==> src/hdl/corr_params.svh <==
`ifndef CORR_PARAMS_SVH
`define CORR_PARAMS_SVH

// bus widths
`define CORR_ADDR_WIDTH 8
`define CORR_DATA_WIDTH 32

// datapath widths
`define CORR_NCO_WIDTH 32
`define CORR_LFSR_WIDTH 10
`define CORR_LEN_WIDTH 12
`define CORR_ACC_WIDTH 16

// carrier table addressed by the top NCO bits
`define CORR_PHASE_BITS 3
`define CORR_TABLE_SIZE (1 << `CORR_PHASE_BITS)

// register offsets from the channel base
`define CORR_REG_CTRL 8'h00
`define CORR_REG_CODE_RATE 8'h04
`define CORR_REG_PHASE_RATE 8'h08
`define CORR_REG_CODE_INIT 8'h0C
`define CORR_REG_CODE_TAPS 8'h10
`define CORR_REG_PRN_LENGTH 8'h14
`define CORR_REG_PROMPT_I 8'h18
`define CORR_REG_PROMPT_Q 8'h1C
`define CORR_REG_STATUS 8'h20

`endif

==> src/hdl/corr_pkg.sv <==
`include "corr_params.svh"

package corr_pkg;

    // host bus
    typedef logic [`CORR_ADDR_WIDTH-1:0] reg_addr_t;
    typedef logic [`CORR_DATA_WIDTH-1:0] reg_data_t;

    // NCO rate or phase word
    typedef logic [`CORR_NCO_WIDTH-1:0] nco_word_t;

    // PRN state or tap mask, and period in chips
    typedef logic [`CORR_LFSR_WIDTH-1:0] lfsr_t;
    typedef logic [`CORR_LEN_WIDTH-1:0] prn_len_t;

    // sign-magnitude sample, bit 1 sign, bit 0 selects 3 over 1
    typedef logic [1:0] sample_t;

    // carrier level, -2 to +2
    typedef logic signed [2:0] level_t;

    // wrapping I/Q accumulator
    typedef logic signed [`CORR_ACC_WIDTH-1:0] accum_t;

endpackage

==> src/hdl/channel_accumulator.sv <==
module channel_accumulator
    import corr_pkg::*;
(
    input  logic    clk,
    input  logic    rst_n,
    input  logic    doinit,
    input  logic    sample_valid,
    input  sample_t sample,
    input  level_t  cos_level,
    input  level_t  sin_level,
    input  logic    code_bit,
    input  logic    epoch,
    output accum_t  prompt_i,
    output accum_t  prompt_q
);

    logic signed [2:0] magnitude;
    logic signed [2:0] sample_val;
    logic signed [3:0] prod_i;
    logic signed [3:0] prod_q;
    logic signed [3:0] wiped_i;
    logic signed [3:0] wiped_q;
    accum_t            acc_i;
    accum_t            acc_q;
    accum_t            sum_i;
    accum_t            sum_q;

    // sample to +-1 or +-3
    assign magnitude  = sample[0] ? 3'sd3 : 3'sd1;
    assign sample_val = sample[1] ? -magnitude : magnitude;

    // carrier wipe-off, at most 6 in size
    assign prod_i = sample_val * cos_level;
    assign prod_q = sample_val * sin_level;

    // code wipe-off, chip 0 flips the sign
    assign wiped_i = code_bit ? prod_i : -prod_i;
    assign wiped_q = code_bit ? prod_q : -prod_q;

    assign sum_i = acc_i + wiped_i;
    assign sum_q = acc_q + wiped_q;

    always_ff @(posedge clk or negedge rst_n) begin
        if (!rst_n) begin
            acc_i    <= '0;
            acc_q    <= '0;
            prompt_i <= '0;
            prompt_q <= '0;
        end else if (doinit) begin
            // dump keeps the last epoch
            acc_i <= '0;
            acc_q <= '0;
        end else if (sample_valid) begin
            if (epoch) begin
                // epoch sample belongs to the closing period
                prompt_i <= sum_i;
                prompt_q <= sum_q;
                acc_i    <= '0;
                acc_q    <= '0;
            end else begin
                acc_i <= sum_i;
                acc_q <= sum_q;
            end
        end
    end

endmodule

==> src/hdl/channel_carrier_nco.sv <==
`include "corr_params.svh"

module channel_carrier_nco
    import corr_pkg::*;
(
    input  logic      clk,
    input  logic      rst_n,
    input  logic      doinit,
    input  logic      sample_valid,
    input  nco_word_t phase_rate,
    output level_t    cos_level,
    output level_t    sin_level
);

    // one entry per eighth of a carrier cycle
    localparam level_t COS_TABLE [`CORR_TABLE_SIZE] = '{
        3'sd2, 3'sd1, 3'sd0, -3'sd1, -3'sd2, -3'sd1, 3'sd0, 3'sd1
    };
    localparam level_t SIN_TABLE [`CORR_TABLE_SIZE] = '{
        3'sd0, 3'sd1, 3'sd2, 3'sd1, 3'sd0, -3'sd1, -3'sd2, -3'sd1
    };

    nco_word_t                   phase;
    logic [`CORR_PHASE_BITS-1:0] phase_idx;

    always_ff @(posedge clk or negedge rst_n) begin
        if (!rst_n) begin
            phase <= '0;
        end else if (doinit) begin
            phase <= '0;
        end else if (sample_valid) begin
            phase <= phase + phase_rate;
        end
    end

    assign phase_idx = phase[`CORR_NCO_WIDTH-1 -: `CORR_PHASE_BITS];

    // levels follow the registered phase
    assign cos_level = COS_TABLE[phase_idx];
    assign sin_level = SIN_TABLE[phase_idx];

endmodule

==> src/hdl/channel_code_gen.sv <==
`include "corr_params.svh"

module channel_code_gen
    import corr_pkg::*;
(
    input  logic      clk,
    input  logic      rst_n,
    input  logic      doinit,
    input  logic      sample_valid,
    input  nco_word_t code_rate,
    input  lfsr_t     code_init,
    input  lfsr_t     code_taps,
    input  prn_len_t  prn_length,
    output logic      code_bit,
    output logic      epoch
);

    nco_word_t code_nco;
    nco_word_t nco_sum;
    logic      nco_carry;
    logic      shift;
    logic      feedback;
    lfsr_t     lfsr;
    lfsr_t     lfsr_shifted;
    prn_len_t  chip_cnt;
    prn_len_t  chip_next;

    // carry out of the code NCO steps the code by one chip
    assign {nco_carry, nco_sum} = {1'b0, code_nco} + {1'b0, code_rate};
    assign shift = sample_valid && nco_carry;

    // taps select the parity inputs, feedback enters at the top
    assign feedback     = ^(lfsr & code_taps);
    assign lfsr_shifted = {feedback, lfsr[`CORR_LFSR_WIDTH-1:1]};

    assign chip_next = chip_cnt + 1'b1;
    assign epoch     = shift && !doinit && (chip_next == prn_length);
    assign code_bit  = lfsr[0];

    always_ff @(posedge clk or negedge rst_n) begin
        if (!rst_n) begin
            code_nco <= '0;
        end else if (doinit) begin
            code_nco <= '0;
        end else if (sample_valid) begin
            code_nco <= nco_sum;
        end
    end

    always_ff @(posedge clk or negedge rst_n) begin
        if (!rst_n) begin
            lfsr     <= '0;
            chip_cnt <= '0;
        end else if (doinit) begin
            lfsr     <= code_init;
            chip_cnt <= '0;
        end else if (epoch) begin
            // end of code period, restart the sequence
            lfsr     <= code_init;
            chip_cnt <= '0;
        end else if (shift) begin
            lfsr     <= lfsr_shifted;
            chip_cnt <= chip_next;
        end
    end

endmodule

==> src/hdl/channel_regfile.sv <==
`include "corr_params.svh"

module channel_regfile
    import corr_pkg::*;
#(
    parameter reg_addr_t BASE_ADDR = '0
) (
    input  logic      clk,
    input  logic      rst_n,
    input  logic      we_en,
    input  logic      rd_en,
    input  reg_addr_t reg_addr,
    input  reg_data_t wdata,
    input  logic      epoch,
    input  accum_t    prompt_i,
    input  accum_t    prompt_q,
    output reg_data_t rdata,
    output logic      epoch_irq,
    output logic      doinit,
    output nco_word_t code_rate,
    output nco_word_t phase_rate,
    output lfsr_t     code_init,
    output lfsr_t     code_taps,
    output prn_len_t  prn_length
);

    localparam int EXT_WIDTH = `CORR_DATA_WIDTH - `CORR_ACC_WIDTH;

    reg_addr_t   offset;
    reg_data_t   read_word;
    logic [15:0] epoch_count;
    logic        dump_pending;
    logic        rd_prompt_q;

    // wraps, so a base near the top of the map still decodes
    assign offset = reg_addr - BASE_ADDR;

    assign rd_prompt_q = rd_en && (offset == `CORR_REG_PROMPT_Q);

    // configuration registers
    always_ff @(posedge clk or negedge rst_n) begin
        if (!rst_n) begin
            code_rate  <= '0;
            phase_rate <= '0;
            code_init  <= '0;
            code_taps  <= '0;
            prn_length <= '0;
        end else if (we_en) begin
            case (offset)
                `CORR_REG_CODE_RATE:  code_rate  <= wdata[`CORR_NCO_WIDTH-1:0];
                `CORR_REG_PHASE_RATE: phase_rate <= wdata[`CORR_NCO_WIDTH-1:0];
                `CORR_REG_CODE_INIT:  code_init  <= wdata[`CORR_LFSR_WIDTH-1:0];
                `CORR_REG_CODE_TAPS:  code_taps  <= wdata[`CORR_LFSR_WIDTH-1:0];
                `CORR_REG_PRN_LENGTH: prn_length <= wdata[`CORR_LEN_WIDTH-1:0];
                default: ;
            endcase
        end
    end

    // CTRL bit 0 is a command, one cycle of doinit
    always_ff @(posedge clk or negedge rst_n) begin
        if (!rst_n) begin
            doinit <= 1'b0;
        end else begin
            doinit <= we_en && (offset == `CORR_REG_CTRL) && wdata[0];
        end
    end

    // epoch count and pending flag survive doinit
    always_ff @(posedge clk or negedge rst_n) begin
        if (!rst_n) begin
            epoch_count  <= '0;
            dump_pending <= 1'b0;
        end else begin
            if (epoch) begin
                epoch_count <= epoch_count + 1'b1;
            end
            // a new dump beats a read on the same edge
            if (epoch) begin
                dump_pending <= 1'b1;
            end else if (rd_prompt_q) begin
                dump_pending <= 1'b0;
            end
        end
    end

    assign epoch_irq = dump_pending;

    always_comb begin
        case (offset)
            `CORR_REG_CODE_RATE:  read_word = reg_data_t'(code_rate);
            `CORR_REG_PHASE_RATE: read_word = reg_data_t'(phase_rate);
            `CORR_REG_CODE_INIT:  read_word = reg_data_t'(code_init);
            `CORR_REG_CODE_TAPS:  read_word = reg_data_t'(code_taps);
            `CORR_REG_PRN_LENGTH: read_word = reg_data_t'(prn_length);
            `CORR_REG_PROMPT_I:
                read_word = {{EXT_WIDTH{prompt_i[`CORR_ACC_WIDTH-1]}}, prompt_i};
            `CORR_REG_PROMPT_Q:
                read_word = {{EXT_WIDTH{prompt_q[`CORR_ACC_WIDTH-1]}}, prompt_q};
            `CORR_REG_STATUS:
                read_word = {{(`CORR_DATA_WIDTH - 17){1'b0}}, dump_pending, epoch_count};
            // CTRL and holes read zero
            default:              read_word = '0;
        endcase
    end

    // held until the next read
    always_ff @(posedge clk or negedge rst_n) begin
        if (!rst_n) begin
            rdata <= '0;
        end else if (rd_en) begin
            rdata <= read_word;
        end
    end

endmodule

==> src/hdl/correlator_channel.sv <==
module correlator_channel
    import corr_pkg::*;
#(
    parameter reg_addr_t BASE_ADDR = '0
) (
    input  logic      clk,
    input  logic      rst_n,
    input  logic      we_en,
    input  logic      rd_en,
    input  reg_addr_t reg_addr,
    input  reg_data_t wdata,
    input  sample_t   sample,
    input  logic      sample_valid,
    output reg_data_t rdata,
    output logic      epoch_irq
);

    logic      doinit;
    nco_word_t code_rate;
    nco_word_t phase_rate;
    lfsr_t     code_init;
    lfsr_t     code_taps;
    prn_len_t  prn_length;
    logic      code_bit;
    logic      epoch;
    level_t    cos_level;
    level_t    sin_level;
    accum_t    prompt_i;
    accum_t    prompt_q;

    channel_regfile #(
        .BASE_ADDR (BASE_ADDR)
    ) channel_regfile_inst (
        .clk        (clk),
        .rst_n      (rst_n),
        .we_en      (we_en),
        .rd_en      (rd_en),
        .reg_addr   (reg_addr),
        .wdata      (wdata),
        .epoch      (epoch),
        .prompt_i   (prompt_i),
        .prompt_q   (prompt_q),
        .rdata      (rdata),
        .epoch_irq  (epoch_irq),
        .doinit     (doinit),
        .code_rate  (code_rate),
        .phase_rate (phase_rate),
        .code_init  (code_init),
        .code_taps  (code_taps),
        .prn_length (prn_length)
    );

    channel_code_gen channel_code_gen_inst (
        .clk          (clk),
        .rst_n        (rst_n),
        .doinit       (doinit),
        .sample_valid (sample_valid),
        .code_rate    (code_rate),
        .code_init    (code_init),
        .code_taps    (code_taps),
        .prn_length   (prn_length),
        .code_bit     (code_bit),
        .epoch        (epoch)
    );

    channel_carrier_nco channel_carrier_nco_inst (
        .clk          (clk),
        .rst_n        (rst_n),
        .doinit       (doinit),
        .sample_valid (sample_valid),
        .phase_rate   (phase_rate),
        .cos_level    (cos_level),
        .sin_level    (sin_level)
    );

    channel_accumulator channel_accumulator_inst (
        .clk          (clk),
        .rst_n        (rst_n),
        .doinit       (doinit),
        .sample_valid (sample_valid),
        .sample       (sample),
        .cos_level    (cos_level),
        .sin_level    (sin_level),
        .code_bit     (code_bit),
        .epoch        (epoch),
        .prompt_i     (prompt_i),
        .prompt_q     (prompt_q)
    );

endmodule

==> config.mk <==
export PLATFORM = sky130hd
export DESIGN_NAME = correlator_channel
export DESIGN_NICKNAME = d
export VERILOG_FILES = /design/src/hdl/corr_pkg.sv /design/src/hdl/channel_accumulator.sv /design/src/hdl/channel_carrier_nco.sv /design/src/hdl/channel_code_gen.sv /design/src/hdl/channel_regfile.sv /design/src/hdl/correlator_channel.sv
export VERILOG_INCLUDE_DIRS = /design/src /design/src/hdl
export SDC_FILE = /design/constraint.sdc
export NUM_CORES = 1
export LEC_CHECK = 0
export ABC_AREA = 1
export ABC_CLOCK_PERIOD_IN_PS = 9900
export BUFFER_PORTS_ARGS = -buffer_cell sky130_fd_sc_hd__buf_2
export CAP_MARGIN = 10
export CORE_ASPECT_RATIO = 0.7
export CORE_MARGIN = 2
export CORE_UTILIZATION = 40
export CTS_CLUSTER_SIZE = 30
export DETAILED_ROUTE_END_ITERATION = 8
export PLACE_DENSITY = 0.58
export SLEW_MARGIN = 20
export SYNTH_ARGS = -nofsm -noshare
export SYNTH_HDL_FRONTEND = slang
export SYNTH_SLANG_ARGS = --single-unit
==> constraint.sdc <==
create_clock -name clk -period 9.9 [get_ports clk]
set_clock_uncertainty 0.2 [all_clocks]
set_input_delay 0.495 -clock clk [delete_from_list [all_inputs] [get_ports clk]]
set_output_delay 0.495 -clock clk [all_outputs]
set_load 0.01 [all_outputs]
==> results of run 1 <==
## layout by cell type, fill, tap and decap left out, drive strengths merged, types with 6 or more instances in the layout
master       count
a21o            16
nand4           17
xnor2           27
xor2            45
bufinv           6
a221oi          18
o211ai           7
inv            256
a22o             7
a31oi           11
dfrtp          296
nand2          735
o31ai           11
dlygate4sd3      8
fa               6
a21oi          137
o21ai          296
nor2           124
buf             92
clkbuf          48
o2111ai          7
ha             105
nand3b           6
o22ai           10
nand3          131
o21bai          13
nor3            31
nor4             9
## worst reg2reg max path: stages, from the launching register on
cell and delay (ns):
sky130_fd_sc_hd__dfrtp_1 0.49, sky130_fd_sc_hd__inv_1 0.15, sky130_fd_sc_hd__ha_1 0.30, sky130_fd_sc_hd__nand2_1 0.05
sky130_fd_sc_hd__nand2_1 0.10, sky130_fd_sc_hd__nor2_1 0.07, sky130_fd_sc_hd__ha_1 0.30, sky130_fd_sc_hd__inv_1 0.07
sky130_fd_sc_hd__fa_1 0.43, sky130_fd_sc_hd__xnor2_1 0.15, sky130_fd_sc_hd__xor2_1 0.15, sky130_fd_sc_hd__or2_2 0.28
sky130_fd_sc_hd__nand2_1 0.08, sky130_fd_sc_hd__inv_1 0.25, sky130_fd_sc_hd__ha_1 0.43, sky130_fd_sc_hd__inv_1 0.07
sky130_fd_sc_hd__o21ai_0 0.35, sky130_fd_sc_hd__a21boi_0 0.31, sky130_fd_sc_hd__o21ai_0 0.30, sky130_fd_sc_hd__xor2_1 0.17
sky130_fd_sc_hd__inv_1 0.07, sky130_fd_sc_hd__o21ai_0 0.17
## power groups by stage
stage	combinational, mW	clock, mW	sequential (mW)
global placement	2.58	0	1.62
detailed placement	2.67	0	1.62
finish	2.72	1.40	1.61
CTS	2.68	1.42	1.61
global route	3.08	1.47	1.64
floorplan	2.00	0	1.56
## flip-flops by register name, summed over array words and instances, names as in the netlist
register	count
channel_accumulator_inst.acc_i	16
channel_accumulator_inst.acc_q	16
channel_accumulator_inst.prompt_i	16
channel_accumulator_inst.prompt_q	16
channel_carrier_nco_inst.phase	32
channel_code_gen_inst.chip_cnt	12
channel_code_gen_inst.code_nco	32
channel_code_gen_inst.lfsr	10
channel_regfile_inst.code_init	10
channel_regfile_inst.code_rate	32
channel_regfile_inst.code_taps	10
channel_regfile_inst.doinit	1
channel_regfile_inst.epoch_count	16
channel_regfile_inst.epoch_irq	1
channel_regfile_inst.phase_rate	32
channel_regfile_inst.prn_length	12
channel_regfile_inst.rdata	32
## per-stage QoR
stage | hold slack (ns) | power [mW] | cells | setup slack (ns)
3_5_place_dp | 0.262 | 4.29 | 3042 | 4.87
5_1_grt | 0.0281 | 6.19 | 3109 | 4.44
3_3_place_gp | 0.259 | 4.20 | 3042 | 5.06
2_1_floorplan | -0.000591 | 3.56 | 2424 | 5.61
4_1_cts | 0.00706 | 5.71 | 3109 | 4.89
6_report | 0.0334 | 5.72 | 3109 | 4.88
## layout make-up
cell class / count / share of cell area
multi-input cells: 1795 / 0.468
flip-flops and latches: 296 / 0.361
clock buffers: 48 / 0.0485
inverters: 256 / 0.0469
well taps: 603 / 0.0368
repair buffers: 100 / 0.0286
clock inverters: 11 / 0.0103
## how the worst max path moves through the flow
stage,start,end,slack (ns),depth (start not counted)
after floorplan,channel_carrier_nco_inst.phase[29],channel_accumulator_inst.acc_i[10],5.61,21
after global placement,channel_carrier_nco_inst.phase[29],channel_accumulator_inst.acc_i[10],5.06,21
after detailed placement,channel_carrier_nco_inst.phase[29],channel_accumulator_inst.acc_i[10],4.87,21
after CTS,channel_carrier_nco_inst.phase[29],channel_accumulator_inst.acc_i[8],4.89,21
after global routing,channel_carrier_nco_inst.phase[29],channel_accumulator_inst.acc_i[10],4.44,21
final,channel_carrier_nco_inst.phase[29],channel_accumulator_inst.acc_i[8],4.88,21
## kinds of logic after synthesis
| group | share of synthesized area |
|---|---|
| simple gates | 0.241 |
| compound gates | 0.169 |
| buf+inv | 0.0708 |
| flops | 0.406 |
| fa+ha+maj | 0.0785 |
| xor+xnor | 0.0345 |
## per-layer routing
metal	global-route usage	wire length, um	vias to the layer above
met4	0.0593	1180	0
li1	-	-	8157
met5	0	0	-
met2	0.339	22800	500
met3	0.0361	3640	77
met1	0.383	29000	8098
==> impl_summary.md, run 1 <==
Logic synthesis
Dividing the synthesized area by the synthesized cell count gives 7.53 um^2. The synthesized design contains 296 register bits. For this run, the leading register cell type out of synthesis is sky130_fd_sc_hd__dfrtp_1. For this run, the register share of the synthesized area comes to 0.406.

Of all flip-flops after synthesis, the portion carrying an async set or reset was 1.00. Ranked by instance count, the synthesized netlist is headed by 730 x sky130_fd_sc_hd__nand2_1, 296 x sky130_fd_sc_hd__dfrtp_1, 254 x sky130_fd_sc_hd__o21ai_0. Synthesis produced a netlist with a net count of 2,582. The largest total area in the synthesized netlist belongs to sky130_fd_sc_hd__dfrtp_1.

Counting flops with a built-in enable in the synthesized netlist gives 0. The warning count from the yosys run is 0. Counting distinct cell types in the post-synthesis netlist gives 51.

The synthesized netlist occupies a cell area of 18,300 um^2. The share of the synthesized area in the top cell type is 0.406. By instance count, the leading cell after synthesis is sky130_fd_sc_hd__nand2_1.

Synthesis produced a netlist whose cell count is 2,424. By area the synthesized netlist is led by sky130_fd_sc_hd__dfrtp_1 41%, sky130_fd_sc_hd__nand2_1 15%, sky130_fd_sc_hd__ha_1 7.2%, sky130_fd_sc_hd__o21ai_0 7.0%, sky130_fd_sc_hd__inv_1 5.2%.

Pwr
The worst-case vdd ir drop is 0.000250 V. The net load switching power is 2.49 mW. Internal power comes to 3.23 mW. The leakage power total is 10.3 nW.

The power per unit of standard cell area is 279 nW/um^2. The share of total power in combinational logic is 0.475. The relative contribution of the clock network to total power is 0.244. The fraction of power spent switching nets is 0.435. The power share of the sequential group is 0.281.

GRT
The pin count of the biggest net entering global routing is 114. The via count of the first global-routing pass is 16,000. After global routing the overflow that remains totals 0. The wire length of the first global-routing pass is 90.3 mm. The initial antenna violation count is 1. The total routing resource utilization after global routing is 0.241.

Placed design
The routability-driven placement congestion ratio is 0.909. The count of buffers inserted at the top-level ports is 79. Once placement finished, the instance area stood at 19,200 um^2. The final HPWL from detailed placement is 41.8 mm.

STA
The setup TNS is 0 ns. The final count of hold timing violations came to 0. Measured against its own limit, the worst slew margin works out to 0.382. Based on the critical path, the design can be clocked at up to 199 MHz.

The number of setup violations in the final report is 0. The number of slew-limit violations in the final report is 0. Setup repair after global routing left no endpoint under its margin.

The actual slew at the worst max-slew pin is 0.926 ns. Dividing the final minimum period by the clock period gives 0.508. The post-layout minimum cycle time is 5.02 ns.

Drt
The count of nets left with antenna violations once routing finished came out at 0. The via count is 16,800. The average wire per cell in the routed design is 18.2 um.

The number of optimization iterations in the first detailed-route pass is 6. The starting DRC count in detailed routing is 1,610. Summed over all layers, the routed wires come to 56.6 mm. The detailed-route vias per instance is 5.41.

In the routed design, unresolved DRC markers number 0.

Setup path
In this design, the stage delay of the slowest critical-path cell is 0.49 ns. The number of cells on the worst reg-to-reg path is 21. The slowest stage of the critical path belongs to the cell sky130_fd_sc_hd__dfrtp_1. The cell with the most instances on the worst path is sky130_fd_sc_hd__inv_1. The launching element type of the critical path is a flip-flop. The startpoint identified for the worst register-to-register timing path is channel_carrier_nco_inst.phase[29]. Walking the worst path, the cells encountered are inv_1 -> ha_1 -> nand2_1 -> nand2_1 -> nor2_1 -> ha_1 -> inv_1 -> fa_1 -> xnor2_1 -> xor2_1 -> or2_2 -> nand2_1 -> inv_1 -> ha_1 -> inv_1 -> o21ai_0 -> a21boi_0 -> o21ai_0 -> xor2_1 -> inv_1 -> o21ai_0.

The arrival time at the worst endpoint is 5.24 ns. The buffers plus inverters on the worst setup path is 5. The kind of capture point of the worst setup path is a flip-flop. Setup slack on the worst reg-to-reg path comes out at 4.88 ns. The maximum fanout encountered on the critical timing path is 15. On the critical path the largest part of the delay comes from adder cells. The endpoint of the most critical register-to-register path is channel_accumulator_inst.acc_i[8]. The data required time at the worst endpoint is 10.12 ns. The critical path is of the flip-flop to flip-flop type.

Final layout
The layout has 4,590 filler cells. The share of the core filled with cells in the final layout is 0.455. The final instance area is 20,500 um^2.

The sequential cells in the finished layout cover a total of 7410 um^2. The repair_antennas step left the layout with diodes totalling 0. At the end of the flow, the number of nets in the layout was 2,641.

In the final layout, the multi-input gates occupy 9590 um^2. The synthesis-to-layout area growth is 12.3%. In the final layout, the share of cells above drive strength 1 is 0.0742.

Floorplan
The die area is 47,400 um^2. The total I/O pin count is 80. The initialized floorplan defines 65 standard-cell rows. The starting utilization of the core area is 0.405. The overall die height is 183 um. The die width is 259 um. The core region is 45,100 um^2.

CTS
TritonCTS built the clock tree. The longest clock path from root to sink contains 3 buffers. Clock-pin slew was measured on the worst setup and hold paths at 0.06 ns. In this run, post-CTS hold repair placed 8 buffers.

The number of clock buffers added by TritonCTS is 34. After clock tree synthesis, the setup repair step added 0 buffers. The later pin in the worst-skew pair is clocked with a latency of 0.54 ns. The TritonCTS sink count is 296.

The buffer cell driving the clock tree root is sky130_fd_sc_hd__clkbuf_16. The number of resized instances in the post-cts repair step is 0. The H-tree depth is 2.

Worst hold path
Counting instances, the worst hold path has a depth of 3. The min-delay analysis places its worst path in the category input port to flip-flop. The startpoint of the most critical hold path is wdata[6]. The worst hold path terminates at channel_regfile_inst.code_init[6].

Run
The max-cap violation count is 0.

Outcome
The flow ran to the end, and the final reports show no timing, DRC or antenna violations.
Power figures use the tool's default switching activity.
==> run 2: changes to the inputs <==
--- a/config.mk
+++ b/config.mk
@@ -7,7 +7,7 @@
 export NUM_CORES = 1
 export LEC_CHECK = 0
 export ABC_AREA = 1
-export ABC_CLOCK_PERIOD_IN_PS = 9900
+export ABC_CLOCK_PERIOD_IN_PS = 4700
 export BUFFER_PORTS_ARGS = -buffer_cell sky130_fd_sc_hd__buf_2
 export CAP_MARGIN = 10
 export CORE_ASPECT_RATIO = 0.7
==> constraint.sdc (replaced) <==
create_clock -name clk -period 4.7 [get_ports clk]
set_clock_uncertainty 0.2 [all_clocks]
set_input_delay 0.235 -clock clk [delete_from_list [all_inputs] [get_ports clk]]
set_output_delay 0.235 -clock clk [all_outputs]
set_load 0.01 [all_outputs]
==> run 2 against run 1 <==
Compared with the run above:
- register-to-register slack lost 4.6 ns
- first-iteration DRC count shrank 4.7%
- fmax grew 13%
- flip-flop and latch count is the same
- final area grew 2.2%
- largest cell class unchanged
==> impl_summary.md, run 2 (synthesis gave the netlist of run 1 again) <==
STA
The number of setup violations in the final report is 0 (unchanged). The post-layout minimum cycle time is 4.45 ns (-0.572 ns). The actual slew at the worst max-slew pin is 0.903 ns (-0.0229 ns).

The highest achievable clock rate is 225 MHz (+13%). The final count of hold timing violations is 0 (unchanged). The headroom to the max-slew limit is 0.391 (+0.00890). The number of slew-limit violations in the final report is 0 (unchanged). The final clock period utilization by the worst path is 0.947 (+0.440). Setup repair after global routing left no endpoint under its margin.

Final layout
The share of cells above drive strength 1 came to 0.0817 (+0.00744). The most common cell after layout, fill and taps aside is sky130_fd_sc_hd__nand2_1. From synthesis to final layout, the design area changed by 14.8%. The share of the core filled with cells in the final layout is 0.465 (+0.0102). The non-filler instance count after layout is 3,150 (+1.3%). The area of the multi-input gates came to 9710 um^2 (+1.2%). The number of filler cells placed in the layout is 4,482 (-2.4%). The number of nets in the finished design is 2,681 (+1.5%). The final instance area is 21,000 um^2 (+2.2%). The antenna cell count is 0 (unchanged).

The library cells used most frequently in the layout, excluding fill and tap cells, are 726 x sky130_fd_sc_hd__nand2_1, 295 x sky130_fd_sc_hd__dfrtp_1, 253 x sky130_fd_sc_hd__o21ai_0, 250 x sky130_fd_sc_hd__inv_1, 135 x sky130_fd_sc_hd__a21oi_1. The combined flip-flop and latch cell area is 7410 um^2 (about the same).

Floorplan
The overall die height is 183 um (unchanged). The die width is 259 um (unchanged). The total I/O pin count was 80 (unchanged).

The die area was 47,400 um^2 (unchanged). The number of core rows is 65 (unchanged). The area of the core was 45,100 um^2 (unchanged). The starting utilization of the core area is 0.405 (unchanged).

Drt
The detailed-route vias per instance is 5.37 (-0.83%). The total routed wirelength is 56.9 mm (+0.63%). The starting DRC count in detailed routing came to 1,535 (-4.7%). The via count came to 16,900 (+0.48%). The DRC violation count after routing is 0 (unchanged). The average wire per cell in the routed design is 18.1 um (-0.68%). The count of antenna-violating nets left after detailed routing was 0 (unchanged). The number of optimization iterations in the first detailed-route pass was 5 (-1).

CTS
The buffer levels on the longest clock path is 3 (unchanged). The buffer cell driving the clock tree root is sky130_fd_sc_hd__clkbuf_16. The H-tree depth came to 2 (unchanged). The TritonCTS sink count was 296 (unchanged). The total CTS buffers came to 34 (unchanged).

TritonCTS built the clock tree. The clock-pin slew of the registers on the worst-case setup and hold paths is 0.06 ns (about the same). The insertion delay of the later-clocked pin in the worst-skew pair is 0.54 ns (about the same).

GRT
The global routing met1 resource utilization is 0.378 (-0.00528). The met3 track demand over resource is 0.0464 (+0.0104). The busiest layer in global routing is met1.

The global-route met2 utilization came to 0.341 (+0.00235). The leftover overflow at the end of global routing is 0 (unchanged). The total routing resource utilization after global routing is 0.242 (+0.000673).

The wire length of the first global-routing pass is 90.5 mm (+0.12%). The via count of the first global-routing pass is 15,900 (-0.40%). The initial antenna violation count was 1 (unchanged). The pin count of the biggest net entering global routing is 112 (-1.8%).

Setup path
The endpoint identified for the worst register-to-register timing path is channel_accumulator_inst.acc_i[8]. The worst reg-to-reg setup slack is 0.25 ns (-4.63 ns). The arrival time at the worst endpoint was 4.68 ns (-0.56 ns). The kind of capture point of the worst setup path is a flip-flop. The critical path class is flip-flop to flip-flop.

STA classifies the critical path startpoint as a flip-flop. The maximum fanout encountered on the critical timing path is 7 (-8). The data required time at the worst endpoint is 4.92 ns (-5.20 ns). The beginning of the worst register-to-register path is channel_carrier_nco_inst.phase[30]. The number of cells on the worst reg-to-reg path is 21 (unchanged).

Placed design
The final HPWL from detailed placement was 41.6 mm (-0.51%). The post-placement cell count came to 3,045 (+0.099%). The count of buffers inserted at the top-level ports is 79 (unchanged). The routability-driven placement congestion ratio came to 0.908 (about the same). The placed instance area came to 19,300 um^2 (+0.23%).

Worst hold path
The class of the tightest hold or removal check is input port to async pin.

Run
The max-cap violation count is 0 (unchanged).

Pwr
The power per unit of standard cell area is 586 nW/um^2 (+110%). The leakage power total was 10.4 nW (+1.6%). The worst-case vdd ir drop was 0.000429 V (+71%).

Outcome
The run finished with clean final reports.
-- run 2: cell count changes in the layout (fill, tap and decap cells not counted), sizes merged --
cell,before,now
buf,92,100
clkinvlp,1,2
bufinv,6,3
clkinv,4,6
clkbuf,48,51
dlygate4sd3,8,39
inv,256,255
-- run 2: stage by stage --
step	TNS (ns)	setup slack [ns]	hold WS [ns]	total power, mW
3_3_place_gp	0	0.0652	0.0776	8.82
3_5_place_dp	-0.241	-0.117	0.0700	9.01
4_1_cts	0	0.0465	0.116	11.8
5_1_grt	0	0.00594	0.144	13.2
2_1_floorplan	0	0.406	-0.261	7.50
6_report	0	0.248	0.0784	12.3
-- run 2: cell type report --
cell class,count,share of cell area
sequential,296,0.353
inverter,256,0.0460
clock inverter,9,0.00609
tap,603,0.0360
multi-input combinational,1795,0.463
timing repair inverter,1,0.000358
timing repair buffer,139,0.0473
clock buffer,51,0.0480
-- run 2: timing repair --
item,CTS,global route
resized for setup,1,22
endpoints found under the setup margin,4,35
endpoints found under the hold margin,190,0
pin swaps,0,3
setup buffers,0,5
gates cloned,0,1
hold buffers,39,0
-- run 2: power by group --
group          switching [mW]  total, mW  internal (mW)  leakage, nW
Clock                    1.12       2.77           1.65        0.559
Combinational            3.83       6.11           2.28         5.97
Sequential              0.370       3.40           3.03         3.90
-- run 2: worst max-delay path, cell delays in order (launching register included) --
cell                         delay [ns]
sky130_fd_sc_hd__dfrtp_2           0.40
sky130_fd_sc_hd__inv_1             0.07
sky130_fd_sc_hd__ha_1              0.28
sky130_fd_sc_hd__nand2_1           0.05
sky130_fd_sc_hd__nand2_1           0.10
sky130_fd_sc_hd__nor2_1            0.06
sky130_fd_sc_hd__ha_1              0.28
sky130_fd_sc_hd__inv_1             0.05
sky130_fd_sc_hd__fa_1              0.46
sky130_fd_sc_hd__xnor2_2           0.15
sky130_fd_sc_hd__xor2_1            0.15
sky130_fd_sc_hd__or2_2             0.30
sky130_fd_sc_hd__nand2_4           0.10
sky130_fd_sc_hd__clkinvlp_4        0.18
sky130_fd_sc_hd__ha_1              0.37
sky130_fd_sc_hd__inv_1             0.07
sky130_fd_sc_hd__o21ai_0           0.31
sky130_fd_sc_hd__a21boi_2          0.15
sky130_fd_sc_hd__o21ai_0           0.23
sky130_fd_sc_hd__xor2_1            0.17
sky130_fd_sc_hd__inv_1             0.07
sky130_fd_sc_hd__o21ai_0           0.15
-- run 2: routing by layer --
metal / wire (um) / share of wire
met5: 13 / 0.00023
met4: 1220 / 0.021
met3: 4250 / 0.075
met2: 23000 / 0.40
met1: 28500 / 0.50
-- run 2: worst max path at each step --
stage                                                  start                                  to  slack, ns
after floorplan           channel_carrier_nco_inst.phase[29]  channel_accumulator_inst.acc_i[10]       0.41
after global placement    channel_carrier_nco_inst.phase[30]  channel_accumulator_inst.acc_i[10]       0.07
after detailed placement  channel_carrier_nco_inst.phase[30]  channel_accumulator_inst.acc_i[10]      -0.12
after CTS                 channel_carrier_nco_inst.phase[30]  channel_accumulator_inst.acc_i[10]       0.05
after global routing      channel_carrier_nco_inst.phase[30]  channel_accumulator_inst.acc_q[12]      0.006
final                     channel_carrier_nco_inst.phase[30]   channel_accumulator_inst.acc_i[8]       0.25
==> run 3: changes to the inputs <==
--- a/config.mk
+++ b/config.mk
@@ -19,4 +19,5 @@
 export SLEW_MARGIN = 20
 export SYNTH_ARGS = -nofsm -noshare
 export SYNTH_HDL_FRONTEND = slang
+export SYNTH_HIERARCHICAL = 1
 export SYNTH_SLANG_ARGS = --single-unit
==> run 3 against run 2 <==
Compared with the run above:
- final area rose by 7.8%
- clock-buffer cell count fell by 11
- combinational power rose by 37%
- clock power rose by 9.4%
- synthesized cell count rose by 20%
- final cell count rose by 17%
- first-iteration DRC count rose by 2.9%
- register-to-register slack improved by 0.099 ns
- non-clock buffer count fell by 1
- via count rose by 14%
- critical path type unchanged
- largest cell class unchanged
==> impl_summary.md, run 3 <==
Outcome
The run finished with clean final reports.

Drt
The detailed-route vias per instance was 5.20 (-3.1%). The total routed wirelength is 64.3 mm (+13%). The DRC violation count after routing is 0 (unchanged). The count of antenna-violating nets left after detailed routing is 0 (unchanged). The average wire per cell in the routed design is 17.4 um (-3.6%).

The number of optimization iterations in the first detailed-route pass is 5 (unchanged). The starting DRC count in detailed routing is 1,579 (+2.9%). The via count is 19,200 (+14%).

STA
The setup TNS is 0 ns (unchanged). The final count of hold timing violations is 0 (unchanged). The highest achievable clock rate came to 230 MHz (+2.3%). Setup repair after global routing left no endpoint under its margin. The number of slew-limit violations in the final report is 0 (unchanged). The post-layout minimum cycle time is 4.35 ns (-0.0994 ns). The number of setup violations in the final report is 0 (unchanged). The final clock period utilization by the worst path is 0.926 (-0.0212). The headroom to the max-slew limit is 0.389 (-0.00188).

The actual slew at the worst max-slew pin is 0.916 ns (+0.0124 ns).

Floorplan
The starting utilization of the core area was 0.405 (-0.000616). The overall die height is 191 um (+4.4%). The area of the core was 49,300 um^2 (+9.3%). The die width is 271 um (+4.4%). The die area is 51,700 um^2 (+9.0%). The number of core rows came to 68 (+4.6%).

The total I/O pin count is 80 (unchanged).

Logic synthesis
The cell with the most instances after synthesis is sky130_fd_sc_hd__nand2_1. The warning count from the yosys run is 6 (+6). The mapped cell area was 19,900 um^2 (+9.2%). The sequential share of the synthesized area is 0.372 (-0.0341). Yosys attributes the largest share of cell area to sky130_fd_sc_hd__dfrtp_1 37%, sky130_fd_sc_hd__nand2_1 20%, sky130_fd_sc_hd__nand3_1 7.5%, sky130_fd_sc_hd__ha_1 6.6%, sky130_fd_sc_hd__inv_1 5.9%. The share of the synthesized area in the top cell type came to 0.372 (-0.0341). The number of distinct library cells after synthesis was 49 (-3.9%). The number of nets produced by synthesis was 3,065 (+19%). The fraction of synthesis flops using an asynchronous set or reset pin is 1.00 (unchanged).

Counting instances in the post-synthesis netlist gives the leading cell types as 1,074 x sky130_fd_sc_hd__nand2_1, 314 x sky130_fd_sc_hd__inv_1, 298 x sky130_fd_sc_hd__nand3_1. The prevailing post-synth register cell is sky130_fd_sc_hd__dfrtp_1. The cell count after synthesis came to 2,907 (+20%).

The number of enable-type register cells in the synthesized netlist came to 0 (unchanged). The biggest area contributor in the post-synthesis netlist is sky130_fd_sc_hd__dfrtp_1. The average footprint of a synthesized cell came to 6.86 um^2 (-9.0%). The number of storage elements in the synthesis netlist is 296 (unchanged).

Pwr
The worst-case vdd ir drop is 0.000426 V (-0.72%). The leakage power total came to 12.2 nW (+17%). The power per unit of standard cell area was 668 nW/um^2 (+14%). The total design power came to 15.1 mW (+23%).

Worst hold path
The worst hold path belongs to the class input port to flip-flop. The startpoint identified for the worst hold timing path is we_en. The depth of the worst hold-timing path is 3.

Placed design
The placed instance area is 20,900 um^2 (+8.7%). The final HPWL from detailed placement is 47.6 mm (+14%). The routability-driven placement congestion ratio came to 0.929 (+2.3%). The count of buffers inserted at the top-level ports came to 79 (unchanged).

CTS
TritonCTS built the clock tree. The total CTS buffers is 34 (unchanged). The TritonCTS sink count was 296 (unchanged). The buffer cell driving the clock tree root is sky130_fd_sc_hd__clkbuf_16. The insertion delay of the later-clocked pin in the worst-skew pair is 0.55 ns (about the same).

The clock-pin slew of the registers on the worst-case setup and hold paths was 0.07 ns (about the same). The buffer levels on the longest clock path came to 3 (unchanged). The H-tree depth was 2 (unchanged).

Final layout
The library cell used most frequently in the layout, excluding fill and tap cells, is sky130_fd_sc_hd__nand2_1. The antenna cell count was 0 (unchanged). The share of cells above drive strength 1 is 0.0797 (-0.00200).

The final instance area was 22,600 um^2 (+7.8%). Leaving out fill and tap cells, the most frequent cells in the layout are 1,073 x sky130_fd_sc_hd__nand2_1, 313 x sky130_fd_sc_hd__inv_1, 298 x sky130_fd_sc_hd__nand3_1, 296 x sky130_fd_sc_hd__dfrtp_1, 191 x sky130_fd_sc_hd__nor2_1. The number of nets in the finished design was 3,158 (+18%). Compared with the post-synthesis result, the final layout area differs by 13.4%. The share of the core filled with cells in the final layout is 0.459 (-0.00654).

Setup path
The family with the most delay on the worst path is adder cells. The signal on the critical path passes through inv_1 -> ha_1 -> o21ai_1 -> inv_1 -> nor2_1 -> ha_1 -> inv_1 -> fa_1 -> a21oi_1 -> nand2_1 -> nand2_1 -> nand2_1 -> nand2_1 -> clkinvlp_4 -> buf_12 -> ha_1 -> a21oi_1 -> o21ai_0 -> a21oi_1 -> inv_1 -> or2_2 -> nand3_1 -> nand2_1. The delay of the slowest cell on the worst path is 0.46 ns (about the same). The launching instance or port of the critical path is channel_carrier_nco_inst/phase[30]. Counting stages on the worst path, the most repeated cell is sky130_fd_sc_hd__nand2_1. The critical path class is flip-flop to flip-flop. The kind of capture point of the worst setup path is a flip-flop. The path length in cells of the critical path is 23 (+9.5%). The launching element type of the critical path is a flip-flop.

The data required time at the worst endpoint came to 4.94 ns (+0.02 ns). The slowest library cell on the worst path is sky130_fd_sc_hd__fa_1. The number of cells on the worst reg-to-reg path was 23 (+9.5%). The buffers plus inverters on the worst setup path came to 6 (+1). The maximum fanout encountered on the critical timing path is 6 (-1). The beginning of the worst register-to-register path is channel_carrier_nco_inst/phase[30]. The arrival time at the worst endpoint is 4.60 ns (-0.08 ns).

GRT
The total routing resource utilization after global routing is 0.248 (+0.00610). The via count of the first global-routing pass is 17,900 (+12%). The pin count of the biggest net entering global routing is 108 (-3.6%). The initial antenna violation count is 1 (unchanged). The leftover overflow at the end of global routing is 0 (unchanged). The wire length of the first global-routing pass is 101 mm (+12%).

Run
The max-cap violation count is 0 (unchanged).
run 3: cell types whose count changed after synthesis, moves of 10 or more:
cell                       change
sky130_fd_sc_hd__o21ai_0      -98
sky130_fd_sc_hd__a221oi_1     -18
sky130_fd_sc_hd__nor3_1       -12
sky130_fd_sc_hd__xnor2_1      -10
sky130_fd_sc_hd__buf_4        +11
sky130_fd_sc_hd__buf_2        +11
sky130_fd_sc_hd__nand2_2      +11
sky130_fd_sc_hd__nor2_1       +76
sky130_fd_sc_hd__xor2_1       -21
sky130_fd_sc_hd__inv_1        +63
sky130_fd_sc_hd__nand2_1     +344
sky130_fd_sc_hd__nand3_1     +178
sky130_fd_sc_hd__a21oi_1      -17
sky130_fd_sc_hd__clkbuf_1     -17
run 3: area by class of cell:
type,count,area [um^2]
Sequential cell,296,7410
Inverter,323,1220
Timing Repair Buffer,138,981
Fill cell,5005,26700
Multi-Input combinational cell,2207,10900
Clock inverter,21,320
Tap cell,665,832
Clock buffer,40,925
run 3: worst paths after layout:
| kind | endpoint | slack [ns] |
|---|---|---|
| hold / removal | channel_regfile_inst/phase_rate[29] | 0.05 |
| setup reg to reg | channel_accumulator_inst/acc_i[8] | 0.35 |
| min in group asynchronous | channel_regfile_inst/code_taps[7] | 0.17 |
| max in group asynchronous | channel_regfile_inst/rdata[16] | 3.01 |
| setup / recovery | channel_accumulator_inst/acc_i[8] | 0.35 |
| hold reg to reg | channel_regfile_inst/rdata[11] | 0.28 |
run 3: routing by layer:
layer | track usage | part of all wire
met4 | 0.0542 | 0.019
met2 | 0.337 | 0.39
met1 | 0.395 | 0.51
met5 | 0 | 0.00012
met3 | 0.0509 | 0.086
run 3: what timing repair did:
action,4_1_cts,5_1_grt
resized for setup,0,5
endpoints found under the setup margin,0,25
hold buffers,35,0
setup buffers,0,5
hold endpoints to repair,200,0
run 3: worst reg2reg max path, delay by kind of cell (launching register included):
kind	cells	cell delay (ns)
adders and majority gates	4	1.33
AOI/OAI and AO/OA	5	0.93
and+or+nand+nor	8	0.83
buffers and inverters	6	0.56
DFF	1	0.41
run 3: kinds of logic (layout without fill, tap and decap cells):
| family | count (synthesis) | after routing | synth area share |
|---|---|---|---|
| adder cells (fa/ha/maj) | 111 | 111 | 0.0719 |
| AO/OA/AOI/OAI | 383 | 383 | 0.105 |
| AND/OR/NAND/NOR | 1672 | 1672 | 0.352 |
| XOR/XNOR | 41 | 41 | 0.0180 |
| buffers and inverters | 404 | 522 | 0.0820 |
| flip-flops | 296 | 296 | 0.372 |
run 3: stage by stage:
step	hold WS [ns]	instances	worst slack (ns)
final	0.0459	3690	0.347
after global routing	0.0497	3690	0.0116
after CTS	0.0263	3684	0.216
after detailed placement	0.206	3588	0.240
after global placement	0.198	3588	0.335
after floorplan	-0.261	2907	0.581
run 3: report_power, final:
part / internal, mW / total [mW] / switching, mW
Sequential: 3.18 / 3.68 / 0.504
Clock: 1.81 / 3.03 / 1.21
Combinational: 3.02 / 8.38 / 5.36
Total: 8.01 / 15.1 / 7.07
